**src/source/nes_loader_pkg.sv**
```systemverilog
// NES loader package
// Shared types, iNES header constants and the ROM memory map used by the
// cartridge loader and the controller serializer
package nes_loader_pkg;

	typedef logic [7:0]  byte_t;       // Stream and memory data byte
	typedef logic [21:0] rom_addr_t;   // ROM byte address
	typedef logic [21:0] byte_count_t; // Bytes left to load
	typedef logic [2:0]  size_code_t;  // log2 size class of ROM pages

	// Mapper flags word handed to the console, low bits at the bottom
	typedef struct packed {
		logic [5:0] reserved;     // Always zero
		logic       has_saves;
		byte_t      nes20_mapper;
		logic       four_screen;
		logic       has_chr_ram;
		logic       mirroring;
		size_code_t chr_size;
		size_code_t prg_size;
		byte_t      mapper;
	} mapper_flags_t;

	// Controller buttons, bit 0 is shifted out first
	typedef struct packed {
		logic right;
		logic left;
		logic down;
		logic up;
		logic start;
		logic select;
		logic b;
		logic a;
	} pad_state_t;

	typedef enum logic [2:0] {
		LOAD_HEADER,
		LOAD_PRG,
		LOAD_CHR,
		LOAD_ERROR,
		LOAD_DONE
	} loader_state_t;

	//////////////////////////////////////////////////////////////////////
	// iNES format and memory map

	localparam logic [31:0] INES_MAGIC = {8'h4E, 8'h45, 8'h53, 8'h1A}; // "NES" 1A
	localparam int HEADER_BYTES   = 16;
	localparam int PRG_PAGE_BYTES = 16384;
	localparam int CHR_PAGE_BYTES = 8192;

	localparam rom_addr_t PRG_BASE = 22'h000000;
	localparam rom_addr_t CHR_BASE = 22'h200000;

	// Multitap signature bytes, sent after the third and fourth pad
	localparam byte_t MULTITAP_SIG_P1 = 8'h08;
	localparam byte_t MULTITAP_SIG_P2 = 8'h04;
	localparam int    PAD_SHIFT_BITS  = 24;

endpackage
```
**src/source/nes_loader_top.sv**
```systemverilog
// NES cartridge loader and controller front end
// Connects the ROM loader, the console reset sequencer and the joypad
// serializer
`timescale 1ns/1ps

module nes_loader_top #(
	parameter int DOWNLOAD_HOLD_CYCLES = 255
) (
	input  logic                          clk,
	input  logic                          reset_nes,
	// Host byte stream
	input  logic                          downloading,
	input  logic                          byte_valid,
	input  nes_loader_pkg::byte_t         byte_data,
	input  logic                          invert_mirroring,
	input  logic                          user_reset,
	// Controllers
	input  nes_loader_pkg::pad_state_t    joy_a,
	input  nes_loader_pkg::pad_state_t    joy_b,
	input  nes_loader_pkg::pad_state_t    joy_c,
	input  nes_loader_pkg::pad_state_t    joy_d,
	input  logic                          multitap_en,
	input  logic                          swap_ports,
	input  logic                          joypad_strobe,
	input  logic [1:0]                    joypad_clock,
	// ROM memory writes
	output nes_loader_pkg::rom_addr_t     mem_addr,
	output nes_loader_pkg::byte_t         mem_data,
	output logic                          mem_write,
	// Console side
	output nes_loader_pkg::mapper_flags_t mapper_flags,
	output logic                          loader_busy,
	output logic                          loader_done,
	output logic                          loader_error,
	output logic                          console_reset,
	output logic [1:0]                    joypad_data
);

	rom_loader i_loader (
		.clk              (clk),
		.reset_nes        (reset_nes),
		.downloading      (downloading),
		.byte_valid       (byte_valid),
		.byte_data        (byte_data),
		.invert_mirroring (invert_mirroring),
		.mem_addr         (mem_addr),
		.mem_data         (mem_data),
		.mem_write        (mem_write),
		.mapper_flags     (mapper_flags),
		.busy             (loader_busy),
		.done             (loader_done),
		.error            (loader_error)
	);

	reset_sequencer #(
		.DOWNLOAD_HOLD_CYCLES (DOWNLOAD_HOLD_CYCLES)
	) i_reset_seq (
		.clk           (clk),
		.reset_nes     (reset_nes),
		.downloading   (downloading),
		.loader_busy   (loader_busy),
		.loader_error  (loader_error),
		.user_reset    (user_reset),
		.console_reset (console_reset)
	);

	joypad_serializer i_joypad (
		.clk           (clk),
		.reset_nes     (reset_nes),
		.joy_a         (joy_a),
		.joy_b         (joy_b),
		.joy_c         (joy_c),
		.joy_d         (joy_d),
		.multitap_en   (multitap_en),
		.swap_ports    (swap_ports),
		.joypad_strobe (joypad_strobe),
		.joypad_clock  (joypad_clock),
		.joypad_data   (joypad_data)
	);

endmodule

```
**src/source/joypad_serializer.sv**
```systemverilog
// Controller serializer
// Two 24-bit shift registers feeding the console joypad ports, with an
// optional four-player multitap and a port swap
`timescale 1ns/1ps

module joypad_serializer (
	input  logic                       clk,
	input  logic                       reset_nes,
	input  nes_loader_pkg::pad_state_t joy_a,
	input  nes_loader_pkg::pad_state_t joy_b,
	input  nes_loader_pkg::pad_state_t joy_c,
	input  nes_loader_pkg::pad_state_t joy_d,
	input  logic                       multitap_en,
	input  logic                       swap_ports,
	input  logic                       joypad_strobe,
	input  logic [1:0]                 joypad_clock,
	output logic [1:0]                 joypad_data
);
	import nes_loader_pkg::*;

	localparam int PORTS = 2;

	pad_state_t                first_pad;
	pad_state_t                second_pad;
	logic [1:0]                clk_q;        // Port clocks, previous cycle
	logic [PAD_SHIFT_BITS-1:0] load_val [PORTS];
	logic [PAD_SHIFT_BITS-1:0] shift_q  [PORTS];

	//////////////////////////////////////////////////////////////////////
	// Load values

	always_comb begin
		first_pad  = swap_ports ? joy_b : joy_a;
		second_pad = swap_ports ? joy_a : joy_b;

		if (multitap_en) begin
			load_val[0] = {MULTITAP_SIG_P1, joy_c, first_pad};
			load_val[1] = {MULTITAP_SIG_P2, joy_d, second_pad};
		end else begin
			// Without a multitap the extra bits read as ones
			load_val[0] = {{(PAD_SHIFT_BITS - 8){1'b1}}, first_pad};
			load_val[1] = {{(PAD_SHIFT_BITS - 8){1'b1}}, second_pad};
		end
	end

	//////////////////////////////////////////////////////////////////////
	// Shift registers

	always_ff @(posedge clk) begin
		if (reset_nes) begin
			clk_q <= '0;
			for (int p = 0; p < PORTS; p++)
				shift_q[p] <= '0;
		end else begin
			clk_q <= joypad_clock;
			for (int p = 0; p < PORTS; p++) begin
				if (joypad_strobe)
					shift_q[p] <= load_val[p];
				// Falling clock edge moves the next button to bit 0
				if (!joypad_clock[p] && clk_q[p])
					shift_q[p] <= {1'b0, shift_q[p][PAD_SHIFT_BITS-1:1]};
			end
		end
	end

	assign joypad_data = {shift_q[1][0], shift_q[0][0]};

endmodule

```
**src/source/reset_sequencer.sv**
```systemverilog
// Console reset sequencer
// Holds the console in reset until the first download, stretches reset
// after each download and while the loader reports an error
`timescale 1ns/1ps

module reset_sequencer #(
	parameter int DOWNLOAD_HOLD_CYCLES = 255
) (
	input  logic clk,
	input  logic reset_nes,
	input  logic downloading,
	input  logic loader_busy,
	input  logic loader_error,
	input  logic user_reset,
	output logic console_reset
);

	localparam int CNT_W = $clog2(DOWNLOAD_HOLD_CYCLES + 1);

	logic             seen_download_q; // Set by the first download
	logic [CNT_W-1:0] hold_cnt_q;

	// Hold counter, paused while the loader is still writing
	always_ff @(posedge clk) begin
		if (reset_nes) begin
			hold_cnt_q <= '0;
		end else if (downloading) begin
			hold_cnt_q <= CNT_W'(DOWNLOAD_HOLD_CYCLES);
		end else if (!loader_busy && hold_cnt_q != '0) begin
			hold_cnt_q <= hold_cnt_q - 1'b1;
		end
	end

	always_ff @(posedge clk) begin
		if (reset_nes) begin
			seen_download_q <= 1'b0;
			console_reset   <= 1'b1;
		end else begin
			if (downloading)
				seen_download_q <= 1'b1;
			console_reset <= ~seen_download_q
			               | (hold_cnt_q != '0)
			               | loader_error
			               | user_reset;
		end
	end

endmodule

```
**src/source/rom_loader.sv**
```systemverilog
// iNES ROM loader
// Takes the host byte stream, checks the header and places the PRG and
// CHR pages in ROM memory, then latches the mapper flags
`timescale 1ns/1ps

module rom_loader (
	input  logic                          clk,
	input  logic                          reset_nes,
	input  logic                          downloading,
	input  logic                          byte_valid,
	input  nes_loader_pkg::byte_t         byte_data,
	input  logic                          invert_mirroring,
	output nes_loader_pkg::rom_addr_t     mem_addr,
	output nes_loader_pkg::byte_t         mem_data,
	output logic                          mem_write,
	output nes_loader_pkg::mapper_flags_t mapper_flags,
	output logic                          busy,
	output logic                          done,
	output logic                          error
);
	import nes_loader_pkg::*;

	localparam logic [3:0] LAST_HDR = 4'(HEADER_BYTES - 1);

	loader_state_t state_q;
	logic          dl_q;
	logic          dl_rise;
	logic          take;
	logic          hdr_take;
	logic [3:0]    hdr_cnt_q;
	logic [3:0]    hdr_index;
	rom_addr_t     addr_q;
	byte_count_t   count_q;
	byte_count_t   prg_bytes;
	byte_count_t   chr_bytes;
	mapper_flags_t flags_q;

	logic          header_ok;
	logic          header_trainer;
	byte_t         prg_pages;
	byte_t         chr_pages;
	mapper_flags_t parsed_flags;

	assign dl_rise = downloading & ~dl_q;
	assign take    = byte_valid & downloading;

	// A byte arriving with the download edge is header byte 0
	assign hdr_take  = take & (dl_rise | (state_q == LOAD_HEADER));
	assign hdr_index = dl_rise ? 4'd0 : hdr_cnt_q;

	ines_header_parser i_parser (
		.clk              (clk),
		.reset_nes        (reset_nes),
		.header_wr        (hdr_take),
		.header_index     (hdr_index),
		.header_byte      (byte_data),
		.invert_mirroring (invert_mirroring),
		.header_ok        (header_ok),
		.header_trainer   (header_trainer),
		.prg_pages        (prg_pages),
		.chr_pages        (chr_pages),
		.flags            (parsed_flags)
	);

	assign prg_bytes = byte_count_t'(prg_pages) * byte_count_t'(PRG_PAGE_BYTES);
	assign chr_bytes = byte_count_t'(chr_pages) * byte_count_t'(CHR_PAGE_BYTES);

	// Write path is combinational, data goes out with its strobe
	assign mem_addr  = addr_q;
	assign mem_data  = byte_data;
	assign mem_write = take & ~dl_rise & (count_q != '0)
	                 & ((state_q == LOAD_PRG) | (state_q == LOAD_CHR));

	assign mapper_flags = downloading ? '0 : flags_q; // Console sees no mapper while loading

	//////////////////////////////////////////////////////////////////////
	// Download FSM

	always_ff @(posedge clk) begin
		if (reset_nes) begin
			state_q   <= LOAD_HEADER;
			dl_q      <= 1'b0;
			hdr_cnt_q <= '0;
			addr_q    <= PRG_BASE;
			count_q   <= '0;
			flags_q   <= '0;
			busy      <= 1'b0;
			done      <= 1'b0;
			error     <= 1'b0;
		end else begin
			dl_q <= downloading;
			if (dl_rise) begin
				state_q   <= LOAD_HEADER;
				hdr_cnt_q <= byte_valid ? 4'd1 : 4'd0;
				flags_q   <= '0;
				busy      <= 1'b0;
				done      <= 1'b0;
				error     <= 1'b0;
			end else begin
				case (state_q)
					LOAD_HEADER: if (take) begin
						hdr_cnt_q <= hdr_cnt_q + 4'd1;
						if (hdr_cnt_q == LAST_HDR) begin
							// Trainers are not supported
							if (header_ok && !header_trainer) begin
								state_q <= LOAD_PRG;
								busy    <= 1'b1;
								addr_q  <= PRG_BASE;
								count_q <= prg_bytes;
							end else begin
								state_q <= LOAD_ERROR;
								done    <= 1'b1;
								error   <= 1'b1;
								flags_q <= parsed_flags;
							end
						end
					end
					LOAD_PRG, LOAD_CHR: begin
						if (take && count_q != '0) begin
							addr_q  <= addr_q + 1'b1;
							count_q <= count_q - 1'b1;
						end
						// Section ends on its last byte, or at once when empty
						if (count_q == '0 || (take && count_q == byte_count_t'(1))) begin
							if (state_q == LOAD_PRG) begin
								state_q <= LOAD_CHR;
								addr_q  <= CHR_BASE;
								count_q <= chr_bytes;
							end else begin
								state_q <= LOAD_DONE;
								busy    <= 1'b0;
								done    <= 1'b1;
								flags_q <= parsed_flags;
							end
						end
					end
					default: ; // Error and done ignore further bytes
				endcase
			end
		end
	end

endmodule

```
**src/source/ines_header_parser.sv**
```systemverilog
// iNES header parser
// Stores the 16 header bytes and derives the magic check, trainer bit,
// page counts and the mapper flags word
`timescale 1ns/1ps

module ines_header_parser (
	input  logic                          clk,
	input  logic                          reset_nes,
	input  logic                          header_wr,
	input  logic [3:0]                    header_index,
	input  nes_loader_pkg::byte_t         header_byte,
	input  logic                          invert_mirroring,
	output logic                          header_ok,
	output logic                          header_trainer,
	output nes_loader_pkg::byte_t         prg_pages,
	output nes_loader_pkg::byte_t         chr_pages,
	output nes_loader_pkg::mapper_flags_t flags
);
	import nes_loader_pkg::*;

	byte_t hdr_q [HEADER_BYTES];
	logic  is_nes20;
	logic  is_dirty;

	// Smallest power-of-two class that holds the page count
	function automatic size_code_t size_code(input byte_t pages);
		size_code_t code;
		if      (pages <= 8'd1)  code = 3'd0;
		else if (pages <= 8'd2)  code = 3'd1;
		else if (pages <= 8'd4)  code = 3'd2;
		else if (pages <= 8'd8)  code = 3'd3;
		else if (pages <= 8'd16) code = 3'd4;
		else if (pages <= 8'd32) code = 3'd5;
		else if (pages <= 8'd64) code = 3'd6;
		else                     code = 3'd7;
		return code;
	endfunction

	always_ff @(posedge clk) begin
		if (reset_nes) begin
			for (int i = 0; i < HEADER_BYTES; i++)
				hdr_q[i] <= '0;
		end else if (header_wr) begin
			hdr_q[header_index] <= header_byte;
		end
	end

	assign header_ok      = ({hdr_q[0], hdr_q[1], hdr_q[2], hdr_q[3]} == INES_MAGIC);
	assign header_trainer = hdr_q[6][2];
	assign prg_pages      = hdr_q[4]; // 16 KiB pages
	assign chr_pages      = hdr_q[5]; // 8 KiB pages, zero means CHR RAM

	assign is_nes20 = (hdr_q[7][3:2] == 2'b10);

	// Old dumps often carry junk in the tail of the header
	always_comb begin
		is_dirty = (hdr_q[9][7:1] != 7'd0);
		for (int i = 10; i < HEADER_BYTES; i++)
			is_dirty = is_dirty | (hdr_q[i] != 8'd0);
		is_dirty = is_dirty & ~is_nes20;
	end

	always_comb begin
		flags              = '0;
		flags.mapper       = {is_dirty ? 4'b0000 : hdr_q[7][7:4], hdr_q[6][7:4]};
		flags.prg_size     = size_code(prg_pages);
		flags.chr_size     = size_code(chr_pages);
		flags.mirroring    = hdr_q[6][0] ^ invert_mirroring;
		flags.has_chr_ram  = (chr_pages == 8'd0);
		flags.four_screen  = hdr_q[6][3];
		flags.nes20_mapper = is_nes20 ? hdr_q[8] : 8'h00;
		flags.has_saves    = hdr_q[6][1]; // Battery backed RAM
	end

endmodule

```
**config.mk**
```make
export PLATFORM = sky130hd
export DESIGN_NAME = nes_loader_top
export DESIGN_NICKNAME = d
export VERILOG_FILES = /design/src/source/nes_loader_pkg.sv /design/src/source/nes_loader_top.sv /design/src/source/joypad_serializer.sv /design/src/source/reset_sequencer.sv /design/src/source/rom_loader.sv /design/src/source/ines_header_parser.sv
export SDC_FILE = /design/constraint.sdc
export NUM_CORES = 1
export LEC_CHECK = 0
export ABC_AREA = 1
export BUFFER_PORTS_ARGS = -buffer_cell sky130_fd_sc_hd__buf_4
export CAP_MARGIN = 20
export CORE_MARGIN = 10
export CORE_UTILIZATION = 60
export CTS_BUF_LIST = sky130_fd_sc_hd__clkbuf_2 sky130_fd_sc_hd__clkbuf_4 sky130_fd_sc_hd__clkbuf_8
export CTS_CLUSTER_SIZE = 40
export DETAILED_ROUTE_END_ITERATION = 10
export PLACE_DENSITY = 0.81
export SETUP_SLACK_MARGIN = 0.4
export SLEW_MARGIN = 15
export SYNTH_ARGS = -nofsm -noshare
export SYNTH_HDL_FRONTEND = slang
export SYNTH_HIERARCHICAL = 1
export SYNTH_SLANG_ARGS = --single-unit
```
**constraint.sdc**
```tcl
create_clock -name clk -period 3 [get_ports clk]
set_clock_uncertainty 0.15 [all_clocks]
set_input_delay 0.3 -clock clk [delete_from_list [all_inputs] [get_ports clk]]
set_output_delay 0.3 -clock clk [all_outputs]
set_load 0.01 [all_outputs]
```
* Word level (Yosys, flattened, before mapping)
Memory sizes are Yosys's and may differ from the RTL's. Index checks and enable logic that the tools add are counted.
Word-level totals: output and inout port bits 69, input bits 51, latch bits 0, logic and storage cells 203, memory bits (read-only) 0, bits in registers 99, memories kept 2, bits in writable memories 176
Operators by class: order comparisons 14, multiplexer cells 86, reductions and logical operators 36, divide/modulo/power cells 0, shift-type cells 0, add/sub/neg operators 4, multiply operators 0, bitwise logic cells 28, equality and inequality tests 12
Memories:
- i_loader.i_parser.hdr_q | words 16, width 8, read ports 16, clocked after memory_dff 0, wr ports 16, RTL line ines_header_parser.sv:21 | byte_t hdr_q [HEADER_BYTES];
- i_joypad.shift_q | words 2, width 24, read ports 2, clocked after memory_dff 0, wr ports 2, RTL line joypad_serializer.sv:27 | logic [PAD_SHIFT_BITS-1:0] shift_q [PORTS];
Operators by type and width (number):
- 22-bit 2-to-1 mux | 12
- 32-bit 2-to-1 mux | 6
- 24-bit 2-to-1 mux | 4
- 22-bit one-hot mux with 2 select lines | 2
- 32-bit one-hot mux with 2 select lines | 1
- 8-bit nonzero test | 7
- 48-bit 2-to-1 mux | 1
- 8-bit 2-to-1 mux | 6
- 3-bit 2-to-1 mux | 12
- 32-bit by 31-bit == test with 1-bit output (second input constant) | 1
- 1-bit 2-to-1 mux | 28
- 4-bit 2-to-1 mux | 6
- 22-bit by 1-bit adder with 22-bit output (second input constant) | 1
- 22-bit by 1-bit == test with 1-bit output (second input constant) | 1
- 22-bit logical NOT | 1
- 22-bit nonzero test | 1
- 22-bit by 1-bit subtractor with 22-bit output (second input constant) | 1
- 8-bit by 1-bit <= comparator with 1-bit output (second input constant) | 2
- 8-bit by 2-bit <= comparator with 1-bit output (second input constant) | 2
- 8-bit by 3-bit <= comparator with 1-bit output (second input constant) | 2
- 8-bit by 4-bit <= comparator with 1-bit output (second input constant) | 2
- 8-bit by 5-bit <= comparator with 1-bit output (second input constant) | 2
- 8-bit by 6-bit <= comparator with 1-bit output (second input constant) | 2
- 8-bit by 7-bit <= comparator with 1-bit output (second input constant) | 2
- 28 further kinds | 75

* Logic depth before layout (Yosys ltp)
An unclocked memory read counts as a cell.
word-level depth 14, depth in mapped cells 16, mapped depth without buffers 15

* Hierarchy
The synthesis kept the hierarchy.
Modules (own cells, without submodules):
- ines_header_parser | seq. area each 3753.6 µm², cells an instance 480, area an instance 5328.9 µm², instances 1
- rom_loader | seq. area each 1741.7 µm², cells an instance 769, area an instance 4862.2 µm², instances 1
- joypad_serializer | seq. area each 1471.4 µm², cells an instance 268, area an instance 2394.8 µm², instances 1
- reset_sequencer | seq. area each 200.2 µm², cells an instance 89, area an instance 600.6 µm², instances 1

* Worst setup path before layout
OpenSTA, ideal clock, no wires.
path kind input to register, from input downloading, to memory i_loader/i_parser/hdr_q[14][0] in the netlist's numbering (enable), library setup time 0.329 ns, path buffers 1, arrival time 1.905 ns, stages 9, setup slack 0.616 ns, required time 2.521 ns, path through buf_2 > inv_1 > nor2_2 > inv_1 > a21oi_1 > nand2_1 > nor3_4 > nand2_2 > nand2_1
RTL lines:
- start, declared | RTL line nes_loader_top.sv:12 | input logic downloading,
- end, declared | RTL line ines_header_parser.sv:21

==> summary.md <==
| Metric | Value |
|---|---|
| Max Transition Viols Final | `0` |
| Vias in the first global route | `10800` |
| Core area | `21800 µm²` |
| Most area-consuming cells after synthesis | `edfxtp_1, dfxtp_1, nor2_1, nand2_1, inv_1` |
| Skew-Pair Late Insertion Delay | `570 ps` |
| Yosys reg bits | `272` |
| Die Wd | `168 µm` |
| Total GRT Usage | `0.208` |
| Number of synthesized flops with an enable pin | `172` |
| Dominant cell type by area after synthesis | `edfxtp_1` |
| Clock share of power | `0.427` |
| WS Path Type | `register to register` |
| Ys flop type | `edfxtp_1` |
| Syn-to-layout area delta | `19.5%` |
| Diodes inserted | `0` |
| Max clock buf depth | `3` |
| Cell count after synthesis | `1606` |
| Area share of the largest cell type after synthesis | `0.392` |
| Final Util | `0.724` |
| Worst hold path class | `input port to register` |
| Crit path capture type | `register` |
| Internal power | `6.27 mW` |
| ANT nets after route | `0` |
| Tcrit/Tclk final | `0.841` |
| Min Tclk post-route | `~2500 ps` |
| Max incr delay on CP | `360 ps` |
| Clock Pin Slew Worst Setup and Hold Paths | `60 ps` |
| Post-placement setup slack | `340 ps` |
| Switching Share | `0.228` |
| Outcome | `complete, no violations` |
| Grt total ovfl | `0` |
| Num CTS Buffers | `47` |
| Nets | `approximately 1800` |
| CP top delay family | `simple AND/OR/NAND/NOR gates` |
| Worst-path maximum fanout | `7` |
| Largest net degree at the start of global routing | `66` |
| I/O Pins | `120` |
| Pwr per Cell Area | `516 nW/µm²` |
| Static leakage | `a little over 7 nW` |
| Final setup vio count | `0` |
| Most common cell on crit path | `nand2_2` |
| Synth Area in Compound Gates | `0.0563` |
| # H-tree levels | `2` |
| Setup crit start kind | `register` |
| Crit path cell chain | `nor2_1, nand3b_1, nor4_2, and2_1, nand2_2, nor2_2, nand2_2, nand2_2, nand2_2, nor2_4, buf_6, buf_6, nand2_2, xor2_1, nor2_1` |
| Reg power frac | `0.512` |
| Gpl congestion | `0.861` |
| Max rail drop VDD | `between 0.4 and 0.5 mV` |
| TritonCTS clock tree | `done` |
| Count leader, synth | `nor2_1` |
| Routed via count | `11100` |
| Detailed placer's ending HPWL | `~20 mm` |
| Drt first pass iters | `5` |
| Max Fclk | `396 MHz` |
| Synth cell types | `47` |
| Vias per std cell | `~5.3` |
| Critical-path cell with the highest stage delay | `edfxtp_1` |
| Die area | `28300 µm²` |
| Logic pwr share | `0.061` |
| Post-synthesis mux area share | `0` |
| Post-synth top cells | `nor2_1, nand2_1, edfxtp_1` |
| Worst slew pin tran | `just under 1000 ps` |
| Worst setup margin | `476 ps` |
| Synth Warn # | `6` |
| Detailed Route Iter0 Violations | `940` |
| Final wirelength | `31.0 mm` |
| Async set-or-reset flop fraction in the synthesized netlist | `0` |
| Avg Cell Area, Syn | `8.21 µm²` |
| Slew margin rel. | `0.357` |
| Seq/Total Area, Yosys | `0.544` |
| Netlist Area Pre-Place | `13200 µm²` |
| Post-Synth Adder-Cell Area | `0.00664` |
| Setup_tns | `0 ps` |
| Initial antenna violation count | `0` |
| MaxCap Viol Count | `0` |
| Worst path required time | `3280 ps` |
| CTS sink cnt | `272` |
| Arr. time, crit path | `2810 ps` |
| Worst Path Buf+Inv | `2` |
| FILL cells | `1625` |
| Post-synthesis xor/xnor area fraction | `0.00731` |
| RSZ-0062 raised after global routing | `yes` |
| Layout cells sized above 1 | `0.193` |
| Combinational family with the most area after synthesis | `simple AND/OR/NAND/NOR gates` |
| Psw | `1.86 mW` |
| CTS root buffer | `clkbuf_8` |
| Die height | `168 µm` |
| DRC | `0` |
| Wire per inst | `14.8 µm` |
| Rows | `54` |
| Post-Synth Simple-Gate Area | `0.307` |
| Port Buffers | `119` |
| Initial Util | `0.606` |
| First-pass GRT wire length | `50.1 mm` |
| Final Hold Fails | `0` |
## sequential cells by signal (all words and copies together), names as in the netlist
register                     cells
i_loader/done                    1
i_reset_seq/console_reset        1
i_loader/hdr_cnt_q               4
i_joypad/shift_q                48
i_loader/error                   1
i_loader/count_q                22
i_reset_seq/seen_download_q      1
i_joypad/clk_q                   2
i_loader/flags_q                32
i_loader/state_q                 3
i_loader/mem_addr               22
i_loader/busy                    1
i_reset_seq/hold_cnt_q           8
i_loader/dl_q                    1
i_loader/i_parser/hdr_q        125
## worst register-to-register path: cells and delay by family, from the launching register on
kind / cells / cell delay (ps)
flip-flops: 1 / 360
XOR/XNOR: 1 / 140
AND/OR/NAND/NOR: 12 / 1460
buffers and inverters: 2 / 280
## layout make-up
cell class | instances | area [µm²] | share of cell area
clock buffer | 67 | 841 | 0.0534
clock inverter | 19 | 153 | 0.00969
inverter | 163 | 612 | 0.0388
multi-input combinational | 1108 | 5120 | 0.325
sequential | 272 | 7170 | 0.455
tap | 280 | 350 | 0.0222
timing repair buffer | 183 | 1520 | 0.0963
## metal layers
layer  track usage  share of wire  vias up  wire length [µm]
met2         0.356           0.49      414             15300
met3        0.0398          0.073       69              2270
met5             0              0        -                 0
met4        0.0806          0.024        0               745
met1         0.255           0.41     5163             12600
li1              -              -     5451                 -
## power groups by stage
stage               clock network, mW  registers (mW)  logic [mW]
CTS                              3.54            4.16       0.483
finish                           3.47            4.17       0.495
floorplan                           0            4.22       0.299
global route                     3.71            4.18       0.548
detailed placement                  0            4.24       0.441
global placement                    0            4.24       0.430
## metrics by stage
| step | cells | instance area (µm²) | power (mW) | hold WS [ps] |
|---|---|---|---|---|
| 2_1_floorplan | 1611 | 13200 | 4.52 | 222 |
| 3_3_place_gp | 1958 | 14200 | 4.67 | 296 |
| 3_5_place_dp | 1958 | 14200 | 4.68 | 294 |
| 4_1_cts | 2083 | 15600 | 8.19 | 1.54 |
| 5_1_grt | 2092 | 15800 | 8.43 | 51.3 |
| 6_report | 2092 | 15800 | 8.13 | 42.6 |
## final timing paths
| path | startpoint | end | slack [ps] | depth (start not counted) |
|---|---|---|---|---|
| hold / removal | joy_a[7] | i_joypad/shift_q[0][7]$_SDFFCE_PN0P_ | 40 | 5 |
| setup / recovery | i_loader/i_parser/hdr_q[0][5]$_SDFFCE_PN0P_ | i_loader/count_q[5]$_SDFFE_PP0P_ | 480 | 15 |
| hold reg to reg | i_loader/done$_SDFFE_PP0P_ | i_loader/done$_SDFFE_PP0P_ | 300 | 2 |
| setup reg to reg | i_loader/i_parser/hdr_q[0][5]$_SDFFCE_PN0P_ | i_loader/count_q[5]$_SDFFE_PP0P_ | 480 | 15 |
## cells by family (layout without fill, tap and decap cells)
group / count (synthesis) / count (layout)
AO/OA/AOI/OAI: 135 / 135
XOR/XNOR: 11 / 11
adder cells (fa/ha/maj): 7 / 7
buffers and inverters: 231 / 432
flip-flops: 272 / 272
other: 1 / 6
AND/OR/NAND/NOR: 949 / 949
## cells in the final DEF (no fill, tap or decap), drive strengths merged, types with 2 or more instances in the layout
cell         count
a21oi           66
o21ai           51
nor3b            2
dlygate4sd3     35
xor2             7
o21bai           4
xnor2            4
nand3b           6
bufinv           2
edfxtp         172
nand3           56
a21boi           6
conb             6
ha               7
buf            148
dfxtp          100
nor2           417
nand2          404
nand4           22
nor3            28
clkbuf          67
clkinv          17
or2              6
nor4             7
a31oi            3
inv            162
## what timing repair did
item	4_1_cts	5_1_grt
hold buffers	35	0
resized for setup	2	40
pin swaps	2	13
buffers inserted	4	9
hold endpoints to repair	28	0
endpoints found under the setup margin	7	167
(Power assumes the default switching activity.)
